<file path="src/common/cpu_pkg.sv">
// ************************************************************************
// Shared definitions for the multi-cycle core: opcode and sub-opcode
// encodings, controller state codes, ALU and immediate select codes, and
// the packed instruction word with its decode views.
// Import it inside a module body; use scoped names in port headers.
// ************************************************************************
`default_nettype none

package cpu_pkg;

  localparam int INSTR_WIDTH = 32;
  localparam int REG_ADDR_WIDTH = 5;

  // major opcodes, bits 30:25
  localparam logic [5:0] OP_BASIC = 6'b100000;
  localparam logic [5:0] OP_LS = 6'b011100;
  localparam logic [5:0] OP_ADDI = 6'b101000;
  localparam logic [5:0] OP_ORI = 6'b101100;
  localparam logic [5:0] OP_XORI = 6'b101011;
  localparam logic [5:0] OP_MOVI = 6'b100010;
  localparam logic [5:0] OP_LWI = 6'b000010;
  localparam logic [5:0] OP_SWI = 6'b001010;

  // OP_BASIC sub-opcodes, bits 4:0
  localparam logic [4:0] SUB_ADD = 5'b00000;
  localparam logic [4:0] SUB_SUB = 5'b00001;
  localparam logic [4:0] SUB_AND = 5'b00010;
  localparam logic [4:0] SUB_OR = 5'b00100;
  localparam logic [4:0] SUB_XOR = 5'b00011;
  localparam logic [4:0] SUB_SRLI = 5'b01001;
  localparam logic [4:0] SUB_SLLI = 5'b01000;
  localparam logic [4:0] SUB_ROTRI = 5'b01011;

  // OP_LS sub-opcodes, bits 7:0
  localparam logic [7:0] SUB8_LW = 8'b00000010;
  localparam logic [7:0] SUB8_SW = 8'b00001010;

  // listed in sequence order
  typedef enum logic [2:0] {
    ST_STOP = 3'd0,
    ST_FETCH = 3'd1,
    ST_EXE = 3'd2,
    ST_LW_FETCH = 3'd4,
    ST_LW_WRITE = 3'd5,
    ST_WRITE = 3'd3,
    ST_SW_FETCH = 3'd6,
    ST_SW_WRITE = 3'd7
  } ctrl_state_t;

  typedef enum logic [1:0] {
    SEL_IMM5_ZE = 2'b00,
    SEL_IMM15_SE = 2'b01,
    SEL_IMM15_ZE = 2'b10,
    SEL_IMM20_SE = 2'b11
  } imm_sel_t;

  typedef enum logic [2:0] {
    ALU_ADD = 3'd0,
    ALU_SUB = 3'd1,
    ALU_AND = 3'd2,
    ALU_OR = 3'd3,
    ALU_XOR = 3'd4,
    ALU_SRL = 3'd5,
    ALU_SLL = 3'd6,
    ALU_ROTR = 3'd7
  } alu_op_t;

  // rb slot doubles as imm5 for the shift-by-immediate ops
  typedef struct packed {
    logic rsvd;
    logic [5:0] opcode;
    logic [4:0] rt;
    logic [4:0] ra;
    logic [4:0] rb;
    logic [1:0] sv;
    logic [2:0] ext;
    logic [4:0] sub5;
  } basic_fmt_t;

  typedef struct packed {
    logic rsvd;
    logic [5:0] opcode;
    logic [4:0] rt;
    logic [4:0] ra;
    logic [4:0] rb;
    logic [1:0] sv;
    logic [7:0] sub8;
  } ls_fmt_t;

  typedef struct packed {
    logic rsvd;
    logic [5:0] opcode;
    logic [4:0] rt;
    logic [4:0] ra;
    logic [14:0] imm15;
  } imm_fmt_t;

  typedef struct packed {
    logic rsvd;
    logic [5:0] opcode;
    logic [4:0] rt;
    logic [19:0] imm20;
  } movi_fmt_t;

  typedef union packed {
    basic_fmt_t basic_f;
    ls_fmt_t ls_f;
    imm_fmt_t imm_f;
    movi_fmt_t movi_f;
  } instr_t;

endpackage

`default_nettype wire

</file>
<file path="src/controller/ir_controller.sv">
// ************************************************************************
// Instruction-register controller. Steps a fixed eight-state sequence per
// instruction, holds pc and the instruction word, decodes the fields and
// issues the registered enable strobes to memories, register file and ALU.
// The first ST_STOP after reset lasts two cycles while im_enable rises.
// ************************************************************************
`timescale 1ns/1ps
`default_nettype none

module ir_controller #(
  parameter int IM_ADDR_WIDTH = 10
) (
  input wire logic clock,
  input wire logic reset,
  input wire logic [cpu_pkg::INSTR_WIDTH-1:0] ir,
  output logic im_enable,
  output logic [IM_ADDR_WIDTH-1:0] im_address,
  output logic dm_enable,
  output logic dm_write,
  output logic reg_read,
  output logic reg_write,
  output logic alu_execute,
  output logic [cpu_pkg::REG_ADDR_WIDTH-1:0] read_address1,
  output logic [cpu_pkg::REG_ADDR_WIDTH-1:0] read_address2,
  output logic [cpu_pkg::REG_ADDR_WIDTH-1:0] write_address,
  output cpu_pkg::alu_op_t alu_op,
  output cpu_pkg::imm_sel_t imm_sel,
  output logic use_imm,
  output logic shift_by_sv,
  output logic [1:0] sv,
  output logic [19:0] imm20,
  output logic writeback_select,
  output logic [31:0] ins_cnt
);

  import cpu_pkg::*;

  ctrl_state_t state;
  ctrl_state_t next_state;
  instr_t ir_q;
  instr_t cur;
  logic [IM_ADDR_WIDTH-1:0] pc;
  logic [5:0] opcode;
  logic [4:0] sub5;
  logic is_basic;
  logic is_load;
  logic is_store;
  logic is_nop;

  // during ST_FETCH the incoming word is decoded directly so the register
  // read can happen on the same edge that loads ir_q
  assign cur = (state == ST_FETCH) ? instr_t'(ir) : ir_q;

  assign opcode = cur.basic_f.opcode;
  assign sub5 = cur.basic_f.sub5;
  assign is_basic = (opcode == OP_BASIC);
  assign is_load = (opcode == OP_LWI) || (opcode == OP_LS && cur.ls_f.sub8 == SUB8_LW);
  assign is_store = (opcode == OP_SWI) || (opcode == OP_LS && cur.ls_f.sub8 == SUB8_SW);
  assign is_nop = is_basic && sub5 == SUB_SRLI && cur.basic_f.rt == '0 &&
                  cur.basic_f.ra == '0 && cur.basic_f.rb == '0;

  always_comb begin
    case (state)
      ST_STOP: next_state = im_enable ? ST_FETCH : ST_STOP;
      ST_FETCH: next_state = ST_EXE;
      ST_EXE: next_state = ST_LW_FETCH;
      ST_LW_FETCH: next_state = ST_LW_WRITE;
      ST_LW_WRITE: next_state = ST_WRITE;
      ST_WRITE: next_state = ST_SW_FETCH;
      ST_SW_FETCH: next_state = ST_SW_WRITE;
      default: next_state = ST_STOP;
    endcase
  end

  // strobes registered from the state about to be entered
  always_ff @(posedge clock) begin
    if (reset) begin
      state <= ST_STOP;
      im_enable <= 1'b0;
      reg_read <= 1'b0;
      alu_execute <= 1'b0;
      dm_enable <= 1'b0;
      dm_write <= 1'b0;
      reg_write <= 1'b0;
    end else begin
      state <= next_state;
      im_enable <= (next_state == ST_STOP);
      reg_read <= (next_state == ST_FETCH) || (next_state == ST_SW_FETCH && is_store);
      alu_execute <= (next_state == ST_EXE);
      dm_enable <= (next_state == ST_LW_FETCH && is_load) ||
                   (next_state == ST_SW_WRITE && is_store);
      dm_write <= (next_state == ST_SW_WRITE && is_store);
      reg_write <= (next_state == ST_WRITE) && !is_nop && !is_store;
    end
  end

  always_ff @(posedge clock) begin
    if (reset) begin
      ir_q <= '0;
      pc <= '0;
      ins_cnt <= '0;
    end else begin
      if (state == ST_FETCH) begin
        ir_q <= ir;
      end
      if (state == ST_SW_WRITE) begin
        pc <= pc + IM_ADDR_WIDTH'(4);
        if (ir_q != '0) begin
          ins_cnt <= ins_cnt + 32'd1;
        end
      end
    end
  end

  assign im_address = pc;

  // register addresses; movi has no ra so it reads r0
  assign read_address1 = (opcode == OP_MOVI) ? '0 : cur.basic_f.ra;
  assign read_address2 = (state == ST_SW_FETCH) ? cur.basic_f.rt : cur.basic_f.rb;
  assign write_address = cur.basic_f.rt;

  assign sv = cur.basic_f.sv;
  assign imm20 = cur.movi_f.imm20;
  assign shift_by_sv = (opcode == OP_LS);
  assign writeback_select = is_load;

  always_comb begin
    alu_op = ALU_ADD;
    imm_sel = SEL_IMM5_ZE;
    use_imm = 1'b1;
    case (opcode)
      OP_BASIC: begin
        use_imm = (sub5 == SUB_SRLI) || (sub5 == SUB_SLLI) || (sub5 == SUB_ROTRI);
        case (sub5)
          SUB_SUB: alu_op = ALU_SUB;
          SUB_AND: alu_op = ALU_AND;
          SUB_OR: alu_op = ALU_OR;
          SUB_XOR: alu_op = ALU_XOR;
          SUB_SRLI: alu_op = ALU_SRL;
          SUB_SLLI: alu_op = ALU_SLL;
          SUB_ROTRI: alu_op = ALU_ROTR;
          default: alu_op = ALU_ADD;
        endcase
      end
      OP_ADDI: imm_sel = SEL_IMM15_SE;
      OP_ORI: begin
        imm_sel = SEL_IMM15_ZE;
        alu_op = ALU_OR;
      end
      OP_XORI: begin
        imm_sel = SEL_IMM15_ZE;
        alu_op = ALU_XOR;
      end
      OP_LWI, OP_SWI: imm_sel = SEL_IMM15_ZE;
      OP_MOVI: imm_sel = SEL_IMM20_SE;
      // indexed address: ra + (rb << sv)
      OP_LS: use_imm = 1'b0;
      default: use_imm = 1'b0;
    endcase
  end

endmodule

`default_nettype wire

</file>
<file path="src/datapath/alu.sv">
// ************************************************************************
// ALU stage. Extends the immediate, selects the second operand, computes
// the result and registers it on alu_execute. The registered result is
// also the load/store byte address, and the write-back mux picks between
// it and the data-memory read word.
// ************************************************************************
`timescale 1ns/1ps
`default_nettype none

module alu #(
  parameter int DATA_WIDTH = 32,
  parameter int DM_ADDR_WIDTH = 10
) (
  input wire logic clock,
  input wire logic reset,
  input wire logic alu_execute,
  input wire cpu_pkg::alu_op_t alu_op,
  input wire cpu_pkg::imm_sel_t imm_sel,
  input wire logic use_imm,
  input wire logic shift_by_sv,
  input wire logic [1:0] sv,
  input wire logic [19:0] imm20,
  input wire logic [DATA_WIDTH-1:0] rs1_data,
  input wire logic [DATA_WIDTH-1:0] rs2_data,
  input wire logic [DATA_WIDTH-1:0] dm_rdata,
  input wire logic writeback_select,
  output logic [DATA_WIDTH-1:0] alu_result,
  output logic [DM_ADDR_WIDTH-1:0] dm_address,
  output logic [DATA_WIDTH-1:0] write_data
);

  import cpu_pkg::*;

  localparam int SHIFT_WIDTH = $clog2(DATA_WIDTH);

  logic [DATA_WIDTH-1:0] imm_ext;
  logic [DATA_WIDTH-1:0] operand_pre;
  logic [DATA_WIDTH-1:0] operand_b;
  logic [DATA_WIDTH-1:0] result_n;
  logic [SHIFT_WIDTH-1:0] shamt;
  logic [2*DATA_WIDTH-1:0] rot_pair;

  // imm5 and imm15 both sit inside the low 20 bits of the word
  always_comb begin
    case (imm_sel)
      SEL_IMM5_ZE: imm_ext = {{(DATA_WIDTH-5){1'b0}}, imm20[14:10]};
      SEL_IMM15_SE: imm_ext = {{(DATA_WIDTH-15){imm20[14]}}, imm20[14:0]};
      SEL_IMM15_ZE: imm_ext = {{(DATA_WIDTH-15){1'b0}}, imm20[14:0]};
      default: imm_ext = {{(DATA_WIDTH-20){imm20[19]}}, imm20};
    endcase
  end

  assign operand_pre = use_imm ? imm_ext : rs2_data;
  // indexed load/store scales rb by 1, 2, 4 or 8
  assign operand_b = shift_by_sv ? (operand_pre << sv) : operand_pre;

  assign shamt = operand_b[SHIFT_WIDTH-1:0];
  assign rot_pair = {rs1_data, rs1_data} >> shamt;

  always_comb begin
    case (alu_op)
      ALU_ADD: result_n = rs1_data + operand_b;
      ALU_SUB: result_n = rs1_data - operand_b;
      ALU_AND: result_n = rs1_data & operand_b;
      ALU_OR: result_n = rs1_data | operand_b;
      ALU_XOR: result_n = rs1_data ^ operand_b;
      ALU_SRL: result_n = rs1_data >> shamt;
      ALU_SLL: result_n = rs1_data << shamt;
      default: result_n = rot_pair[DATA_WIDTH-1:0];
    endcase
  end

  always_ff @(posedge clock) begin
    if (reset) begin
      alu_result <= '0;
    end else if (alu_execute) begin
      alu_result <= result_n;
    end
  end

  // word index into data memory
  assign dm_address = alu_result[DM_ADDR_WIDTH+1:2];
  assign write_data = writeback_select ? dm_rdata : alu_result;

endmodule

`default_nettype wire

</file>
<file path="src/datapath/register_file.sv">
// ************************************************************************
// General-purpose register file: 32 entries, two registered read ports
// loaded on reg_read and one write port on reg_write. Register 0 is never
// written and so always reads zero.
// ************************************************************************
`timescale 1ns/1ps
`default_nettype none

module register_file #(
  parameter int DATA_WIDTH = 32
) (
  input wire logic clock,
  input wire logic reset,
  input wire logic reg_read,
  input wire logic reg_write,
  input wire logic [cpu_pkg::REG_ADDR_WIDTH-1:0] read_address1,
  input wire logic [cpu_pkg::REG_ADDR_WIDTH-1:0] read_address2,
  input wire logic [cpu_pkg::REG_ADDR_WIDTH-1:0] write_address,
  input wire logic [DATA_WIDTH-1:0] write_data,
  output logic [DATA_WIDTH-1:0] rs1_data,
  output logic [DATA_WIDTH-1:0] rs2_data
);

  import cpu_pkg::*;

  localparam int NUM_REGS = 1 << REG_ADDR_WIDTH;

  logic [DATA_WIDTH-1:0] regs [NUM_REGS];

  always_ff @(posedge clock) begin
    if (reset) begin
      for (int i = 0; i < NUM_REGS; i++) begin
        regs[i] <= '0;
      end
      rs1_data <= '0;
      rs2_data <= '0;
    end else begin
      // r0 stays at its reset value
      if (reg_write && write_address != '0) begin
        regs[write_address] <= write_data;
      end
      if (reg_read) begin
        rs1_data <= regs[read_address1];
        rs2_data <= regs[read_address2];
      end
    end
  end

endmodule

`default_nettype wire

</file>
<file path="src/hdl/cpu_top.sv">
// ************************************************************************
// Core top level. Wires the controller, register file and ALU together
// and exposes the enable-style instruction and data memory ports.
// Memories sit outside and answer a strobe on the following clock.
// ************************************************************************
`timescale 1ns/1ps
`default_nettype none

module cpu_top #(
  parameter int DATA_WIDTH = 32,
  parameter int IM_ADDR_WIDTH = 10,
  parameter int DM_ADDR_WIDTH = 10
) (
  input wire logic clock,
  input wire logic reset,
  input wire logic [cpu_pkg::INSTR_WIDTH-1:0] ir,
  input wire logic [DATA_WIDTH-1:0] dm_rdata,
  output logic im_enable,
  output logic [IM_ADDR_WIDTH-1:0] im_address,
  output logic dm_enable,
  output logic dm_write,
  output logic [DM_ADDR_WIDTH-1:0] dm_address,
  output logic [DATA_WIDTH-1:0] dm_wdata,
  output logic [31:0] ins_cnt
);

  import cpu_pkg::*;

  logic reg_read;
  logic reg_write;
  logic alu_execute;
  logic [REG_ADDR_WIDTH-1:0] read_address1;
  logic [REG_ADDR_WIDTH-1:0] read_address2;
  logic [REG_ADDR_WIDTH-1:0] write_address;
  alu_op_t alu_op;
  imm_sel_t imm_sel;
  logic use_imm;
  logic shift_by_sv;
  logic [1:0] sv;
  logic [19:0] imm20;
  logic writeback_select;
  logic [DATA_WIDTH-1:0] rs1_data;
  logic [DATA_WIDTH-1:0] rs2_data;
  logic [DATA_WIDTH-1:0] alu_result;
  logic [DATA_WIDTH-1:0] write_data;

  ir_controller #(
    .IM_ADDR_WIDTH(IM_ADDR_WIDTH)
  ) u_controller (
    .clock(clock),
    .reset(reset),
    .ir(ir),
    .im_enable(im_enable),
    .im_address(im_address),
    .dm_enable(dm_enable),
    .dm_write(dm_write),
    .reg_read(reg_read),
    .reg_write(reg_write),
    .alu_execute(alu_execute),
    .read_address1(read_address1),
    .read_address2(read_address2),
    .write_address(write_address),
    .alu_op(alu_op),
    .imm_sel(imm_sel),
    .use_imm(use_imm),
    .shift_by_sv(shift_by_sv),
    .sv(sv),
    .imm20(imm20),
    .writeback_select(writeback_select),
    .ins_cnt(ins_cnt)
  );

  register_file #(
    .DATA_WIDTH(DATA_WIDTH)
  ) u_regs (
    .clock(clock),
    .reset(reset),
    .reg_read(reg_read),
    .reg_write(reg_write),
    .read_address1(read_address1),
    .read_address2(read_address2),
    .write_address(write_address),
    .write_data(write_data),
    .rs1_data(rs1_data),
    .rs2_data(rs2_data)
  );

  alu #(
    .DATA_WIDTH(DATA_WIDTH),
    .DM_ADDR_WIDTH(DM_ADDR_WIDTH)
  ) u_alu (
    .clock(clock),
    .reset(reset),
    .alu_execute(alu_execute),
    .alu_op(alu_op),
    .imm_sel(imm_sel),
    .use_imm(use_imm),
    .shift_by_sv(shift_by_sv),
    .sv(sv),
    .imm20(imm20),
    .rs1_data(rs1_data),
    .rs2_data(rs2_data),
    .dm_rdata(dm_rdata),
    .writeback_select(writeback_select),
    .alu_result(alu_result),
    .dm_address(dm_address),
    .write_data(write_data)
  );

  // store data is rt, read on port 2 during ST_SW_FETCH
  assign dm_wdata = rs2_data;

endmodule

`default_nettype wire

</file>
<file path="config.mk">
export PLATFORM = sky130hd
export DESIGN_NAME = cpu_top
export DESIGN_NICKNAME = d
export VERILOG_FILES = /design/src/common/cpu_pkg.sv /design/src/controller/ir_controller.sv /design/src/datapath/alu.sv /design/src/datapath/register_file.sv /design/src/hdl/cpu_top.sv
export SDC_FILE = /design/constraint.sdc
export NUM_CORES = 2
export LEC_CHECK = 0
export ABC_AREA = 0
export ABC_CLOCK_PERIOD_IN_PS = 9770
export BUFFER_PORTS_ARGS = -buffer_cell sky130_fd_sc_hd__buf_2
export CAP_MARGIN = 15
export CORE_ASPECT_RATIO = 0.75
export CORE_MARGIN = 2
export CORE_UTILIZATION = 60
export DETAILED_ROUTE_END_ITERATION = 6
export PLACE_DENSITY = 0.77
export SLEW_MARGIN = 0
export SYNTH_ARGS = -nofsm -noshare
export SYNTH_HDL_FRONTEND = slang
export SYNTH_HIERARCHICAL = 1
export SYNTH_SLANG_ARGS = --single-unit
export TNS_END_PERCENT = 1
</file>
<file path="constraint.sdc">
create_clock -name clock -period 9.77 [get_ports clock]
set_clock_uncertainty 0.1 [all_clocks]
set_input_delay 0.4885 -clock clock [delete_from_list [all_inputs] [get_ports clock]]
set_output_delay 0.4885 -clock clock [all_outputs]
set_load 0.01 [all_outputs]
</file>
# After elaboration in Yosys (flattened, before gate mapping)
# Memory sizes are Yosys's and may differ from the RTL's. A register that Yosys moved wholly into a read port is not among the register bits.
# Index checks and enable logic that the tools add are counted.
[totals]
memories = 1
regBits = 115
ramBits = 1024
[memory_table]
columns = ["memory", "words", "word_bits", "rd", "rd_clocked_by_memory_dff", "write_ports", "line", "text"]
rows = [
  ["u_regs.regs", 32, 32, 2, 2, 32, "register_file.sv:28", "logic [DATA_WIDTH-1:0] regs [NUM_REGS];"],
]
[classes]
reduce_logical = 33
bitwise_logic = 3
muxes = 22
eq_ne = 38
shifts = 4
addsub = 4
[op_table]
columns = ["op", "count"]
rows = [
  ["$pmux 32 s7", 1],
  ["$mux 32", 4],
  ["$pmux 32 s3", 1],
  ["$shr 64x5->32", 1],
  ["$pmux 3 s7", 2],
  ["$add 32x1->32 const B", 1],
  ["$add 32x32->32", 1],
  ["$and 32x32->32", 1],
  ["$or 32x32->32", 1],
  ["$reduce_bool 32->1", 1],
  ["$reduce_or 32->1", 1],
  ["$shl 32x2->32", 1],
  ["$shl 32x5->32", 1],
  ["$shr 32x5->32", 1],
  ["$sub 32x32->32", 1],
  ["$xor 32x32->32", 1],
  ["$mux 31", 1],
  ["$eq 3x3->1 const B", 10],
  ["$eq 6x6->1 const B", 5],
  ["$eq 3x2->1 const B", 6],
  ["$eq 5x4->1 const B", 3],
  ["$logic_not 5->1", 3],
  ["$mux 5", 3],
  ["$logic_and 1x1->1", 12],
  ["other kinds (24)", 41],
]

# Depth between registers and ports, before layout
[logic_depth]
ltp_word = 12
mapped_depth = 34
ltp_nobuf = 27

# Hierarchy
# Netlist, hierarchy kept.
[modules_own_cells]
columns = ["mod", "area_each_um2", "cells_each", "instances"]
rows = [
  ["register_file", 58070.7, 4627, 1],
  ["alu", 10959.3, 1537, 1],
  ["ir_controller", 4518.1, 573, 1],
]

# Worst setup path before layout
# OpenSTA, ideal clock, no wires.
[synth_path]
path_kind = "reg2reg"
from = "reg u_controller.state[1]"
to = "reg u_alu.alu_result[30]"
stages_incl_launch_ff = 30
required_time_ns = 9.556
setup_slack_ns = 2.880
n_path_buf = 3
t_arrival_ns = 6.675
synth_period_minus_slack_ns = 6.890
cell_sequence = "dfxtp_1 > buf_6 > or3b_1 > buf_2 > or4b_4 > o32ai_4 > a21boi_4 > a21o_1 > buf_6 > nand4bb_2 > a31oi_1 > o32ai_1 > o21bai_2 > inv_2 > or4_4 > or3_1 > or3_4 > o21ai_1 > xnor2_1 > ha_1 > a21oi_1 > o21ai_0 > a21oi_1 > nor2b_1 > a311o_1 > a2111oi_0 > o31ai_1 > a21oi_1 > mux2i_1 > a2111oi_0"
[synth_between]
elab_chain_cells = 12
word_cells_on_any_way = 48
[synth_lines]
columns = ["item", "line", "text"]
rows = [
  ["from (decl)", "ir_controller.sv:38", "ctrl_state_t state;"],
  ["from (signal assigned)", "ir_controller.sv:86", "state <= next_state;"],
  ["$eq 3x1->1 (*)", "ir_controller.sv:52", "assign cur = (state == ST_FETCH) ? instr_t'(ir) : ir_q;"],
  ["$mux 31 (*)", "ir_controller.sv:52", ""],
  ["$eq 6x6->1, or another cell as far along", "ir_controller.sv:131", "case (opcode)"],
  ["$reduce_or 4->1 (no line)", "-", ""],
  ["$pmux 2 s3 (*)", "ir_controller.sv:131", ""],
  ["net imm_sel[0]", "cpu_top.sv:36", "imm_sel_t imm_sel;"],
  ["$eq 2x2->1, or another cell as far along", "alu.sv:45", "case (imm_sel)"],
  ["$pmux 32 s3 (*)", "alu.sv:45", ""],
  ["$mux 32 (*)", "alu.sv:53", "assign operand_pre = use_imm ? imm_ext : rs2_data;"],
  ["$shl 32x2->32", "alu.sv:55", "assign operand_b = shift_by_sv ? (operand_pre << sv) : operand_pre;"],
  ["$mux 32 (*)", "alu.sv:55", ""],
  ["$sub 32x32->32, or another cell as far along", "alu.sv:63", "ALU_SUB: result_n = rs1_data - operand_b;"],
  ["$pmux 32 s7 (*)", "alu.sv:61", "case (alu_op)"],
  ["to (signal assigned)", "alu.sv:77", "alu_result <= result_n;"],
  ["to (decl)", "alu.sv:27", "output logic [DATA_WIDTH-1:0] alu_result,"],
]
# Mark *: on every way through the listed nets, which the timed path passes. The rest lies on a longest branch.
# A chain may end at the register's enable or synchronous reset.

# Worst setup path in the final report
[layout_path]
from = "reg u_controller.state[0]"
to = "reg u_alu.alu_result[30]"
# Same word-level chain as after synthesis.

==> results_dict.tcl <==
set metrics [dict create \
    rsz0062_at_grt "false" \
    hp-start "ir[15]" \
    crit_type "flop to flop" \
    r2r_slack_ps 900 \
    cap_violations 0 \
    crit_fanout 33 \
    maxSlewViolCount 0 \
    hold_viol_final 0 \
    p_comb_frac 0.318 \
    p_leak_uw 0.02764 \
    crit_path_start "u_controller/state[0]$_SDFF_PP0_" \
    wirelength_mm 267.0 \
    vias 57930 \
    regToRegStartpoint "u_controller/state[0]$_SDFF_PP0_" \
    synth_cells 6737 \
    setup_violations 0 \
    cts_buffers 116 \
    status "finished, violations left" \
    ir_worst_vdd_mv 0.2945 \
    track_usage 0.4144 \
    start_kind "flop" \
    r2r_end "u_alu/alu_result[30]$_SDFFE_PP0P_" \
    rr_worst_depth 27 \
    gr-total-overflow 0 \
    firstDrtPassIters 7 \
    period_minus_slack_ps 8866 \
    avgSynthCellArea_um2 10.92 \
    p_switching_uw 5480 \
    cts_tree "built" \
    num_rows 111 \
    clkSinkCount 1201 \
    coreArea_mm2 0.1219 \
    layout_common_cells "mux2i_1 (1224), edfxtp_1 (1024), and2_1 (1004), a22oi_1 (526), a21oi_1 (389)" \
    drive_gt1_frac 0.1056 \
    p_seq_frac 0.394 \
    die_h_um 307.2 \
    fin_cells 8303 \
    dpl.cell_count 8050 \
    cp-end-kind "flop" \
    place_congestion 1.030 \
    slew_headroom 0.1655 \
    grt_max_degree 128 \
    grt_pass1_wl_mm 379.9 \
    crit_arrival_ps 9410 \
    violations "DRC" \
    powerDensity_mw_per_mm2 193.7 \
    antenna_left 0 \
    htreeDepth 3 \
    yosysSeqAreaShare 0.4663 \
    setup_slack_ps 904.3 \
    tightest_slew_ps 1242 \
    synthFlopType "edfxtp_1" \
    antenna_found_initial 22 \
    fin_crit_sh 0.9074 \
    clk_pin_slew_ps 60 \
    layout_commonest_cell "mux2i_1" \
    die_w_um 408.3 \
    clk_latency_ps 780 \
    postSynth.asyncResetShare 0 \
    crit_end "u_alu/alu_result[30]$_SDFFE_PP0P_" \
    synth_cell_types 110 \
    drc 7 \
    vias_per_cell 6.977 \
    post_cts_buffers 0 \
    cts_root_buf "clkbuf_16" \
    dieArea_mm2 0.1254 \
    max-clock-path-buffers 3 \
    swShare 0.3605 \
    wl_per_cell_um 32.16 \
    place_ws_ps 674.4 \
    finalNetCount 6725 \
    max_freq_ghz 0.1128 \
    timing.setup.tns_ps 0 \
    start_util 0.6032 \
    critical_path_required_ps 10320 \
    hp-class "primary input to flop" \
    synthesis.area_mm2 0.07355 \
    synth-warning-count 6 \
    drtIter0Drc 9340 \
    synth_enable_flop_cells 1024 \
    post-dp-hpwl_mm 167.1 \
    io_pins 153 \
    power.internal_uw 9723 \
    syn2layout_area_growth_pct 6.720 \
    grt_pass1_vias 54610 \
    port_buffers 150 \
    pwr-share-clk 0.289 \
    synth-seq-cells 1201 \
]
-- how the worst min path moves through the flow --
stage,end,slack (ps),cells after the start
6_report,u_controller/ir_q[15]$_SDFF_PP0_,80,3
4_1_cts,u_controller/ir_q[15]$_SDFF_PP0_,40,3
3_5_place_dp,u_alu/alu_result[21]$_SDFFE_PP0P_,350,1
2_1_floorplan,u_alu/alu_result[18]$_SDFFE_PP0P_,320,2
3_3_place_gp,u_alu/alu_result[21]$_SDFFE_PP0P_,340,1
5_1_grt,u_controller/ir_q[15]$_SDFF_PP0_,70,3
-- routing by layer --
layer | track usage | vias up | routed length, um
li1 | - | 24540 | -
met1 | 0.5731 | 28250 | 102600
met2 | 0.5920 | 4321 | 111000
met3 | 0.1236 | 793 | 37920
met4 | 0.2089 | 16 | 15370
met5 | 0 | - | 109
-- state kept, by name (all words and copies together), names as in the netlist --
signal / count
u_controller/reg_read: 1
u_controller/ir_q: 32
u_controller/dm_write: 1
u_controller/im_address: 8
u_controller/reg_write: 1
u_controller/state: 3
u_regs/rs2_data: 32
u_alu/alu_result: 32
u_controller/dm_enable: 1
u_regs/regs: 1024
u_regs/rs1_data: 32
u_controller/ins_cnt: 32
u_controller/im_enable: 1
u_controller/alu_execute: 1
-- power groups by stage --
| stage | clock network [uW] | registers, uW | logic (uW) |
|---|---|---|---|
| 6_report | 4390 | 5980 | 4830 |
| 5_1_grt | 4590 | 6000 | 5010 |
| 4_1_cts | 4390 | 5970 | 4630 |
| 3_5_place_dp | 0 | 6080 | 4600 |
| 3_3_place_gp | 0 | 6060 | 4550 |
| 2_1_floorplan | 0 | 5980 | 3250 |
-- cell usage after synthesis (28+ instances only) --
library cell     n  area, um2
mux2i_1       1224      12250
edfxtp_1      1024      30750
and2_1        1007       6300
a22oi_1        526       3949
clkbuf_1       401       1505
a21oi_1        389       1947
nor2_1         327       1227
nand2_1        225      844.6
dfxtp_1        177       3543
o21ai_0        108      540.5
ha_1            96       1201
inv_1           96      360.4
buf_4           89      668.1
or4_1           74      555.5
a211oi_2        62      775.7
buf_6           62      698.2
mux2_2          52      585.6
xnor2_1         52      455.4
nor3_1          48      240.2
buf_1           47      176.4
or2_2           36      225.2
buf_2           35      175.2
nand3_1         35      175.2
a221oi_1        34      297.8
a211oi_1        31      232.7
o211ai_1        28      210.2
or3_1           28      175.2
-- cell families (layout without fill, tap and decap cells) --
group,count (synthesis),count (layout),synth area share
AND/OR/NAND/NOR,1924,1924,0.1466
adder cells (fa/ha/maj),97,97,0.01660
flip-flops,1201,1201,0.4663
buffers and inverters,753,641,0.05136
XOR/XNOR,72,72,0.008574
AO/OA/AOI/OAI,1403,1403,0.1340
multiplexers,1285,1285,0.1765
other,2,42,0.0001021
-- timing repair --
action / 4_1_cts / 5_1_grt
hold buffers: 31 / 0
setup endpoints to repair: 0 / 1
resized for setup: 0 / 1
hold endpoints to repair: 39 / 0
-- through the flow --
stage,cell area [um2],hold WS [ps],power [uW],utilization
floorplan,73670,321.1,9234,-
detailed placement,74540,346.9,10680,0.6113
global route,78480,68.90,15600,0.6436
global placement,74540,339.1,10620,0.6113
CTS,78460,37.44,14990,0.6435
finish,78490,77.56,15200,0.6437
-- critical path, stage by stage (launching register included) --
cell and delay (ps):
dfxtp_1 510, or3b_1 600, or4b_4 590, o211ai_1 110
o211a_1 180, buf_4 270, a221o_2 550, inv_2 300
a221oi_4 450, mux4_2 310, a21o_2 150, inv_2 50
or4_4 510, or3_1 440, or3_4 380, o21ai_1 160
xnor2_1 150, ha_1 310, a21oi_1 220, o21ai_0 110
a21oi_1 170, nor2b_1 80, a311o_1 380, a2111oi_0 690
o31ai_1 230, a21oi_1 230, mux2i_1 90, a2111oi_0 350
-- area by class of cell --
type,instances,area [um2]
antenna,8,20.02
clock buffer,154,3152
clock inverter,59,457.9
fill,9522,43450
inverter,106,399.1
multi-input combinational,4815,35810
sequential,1201,34300
tap,1638,2049
timing repair buffer,322,2302
(Power assumes the default switching activity.)
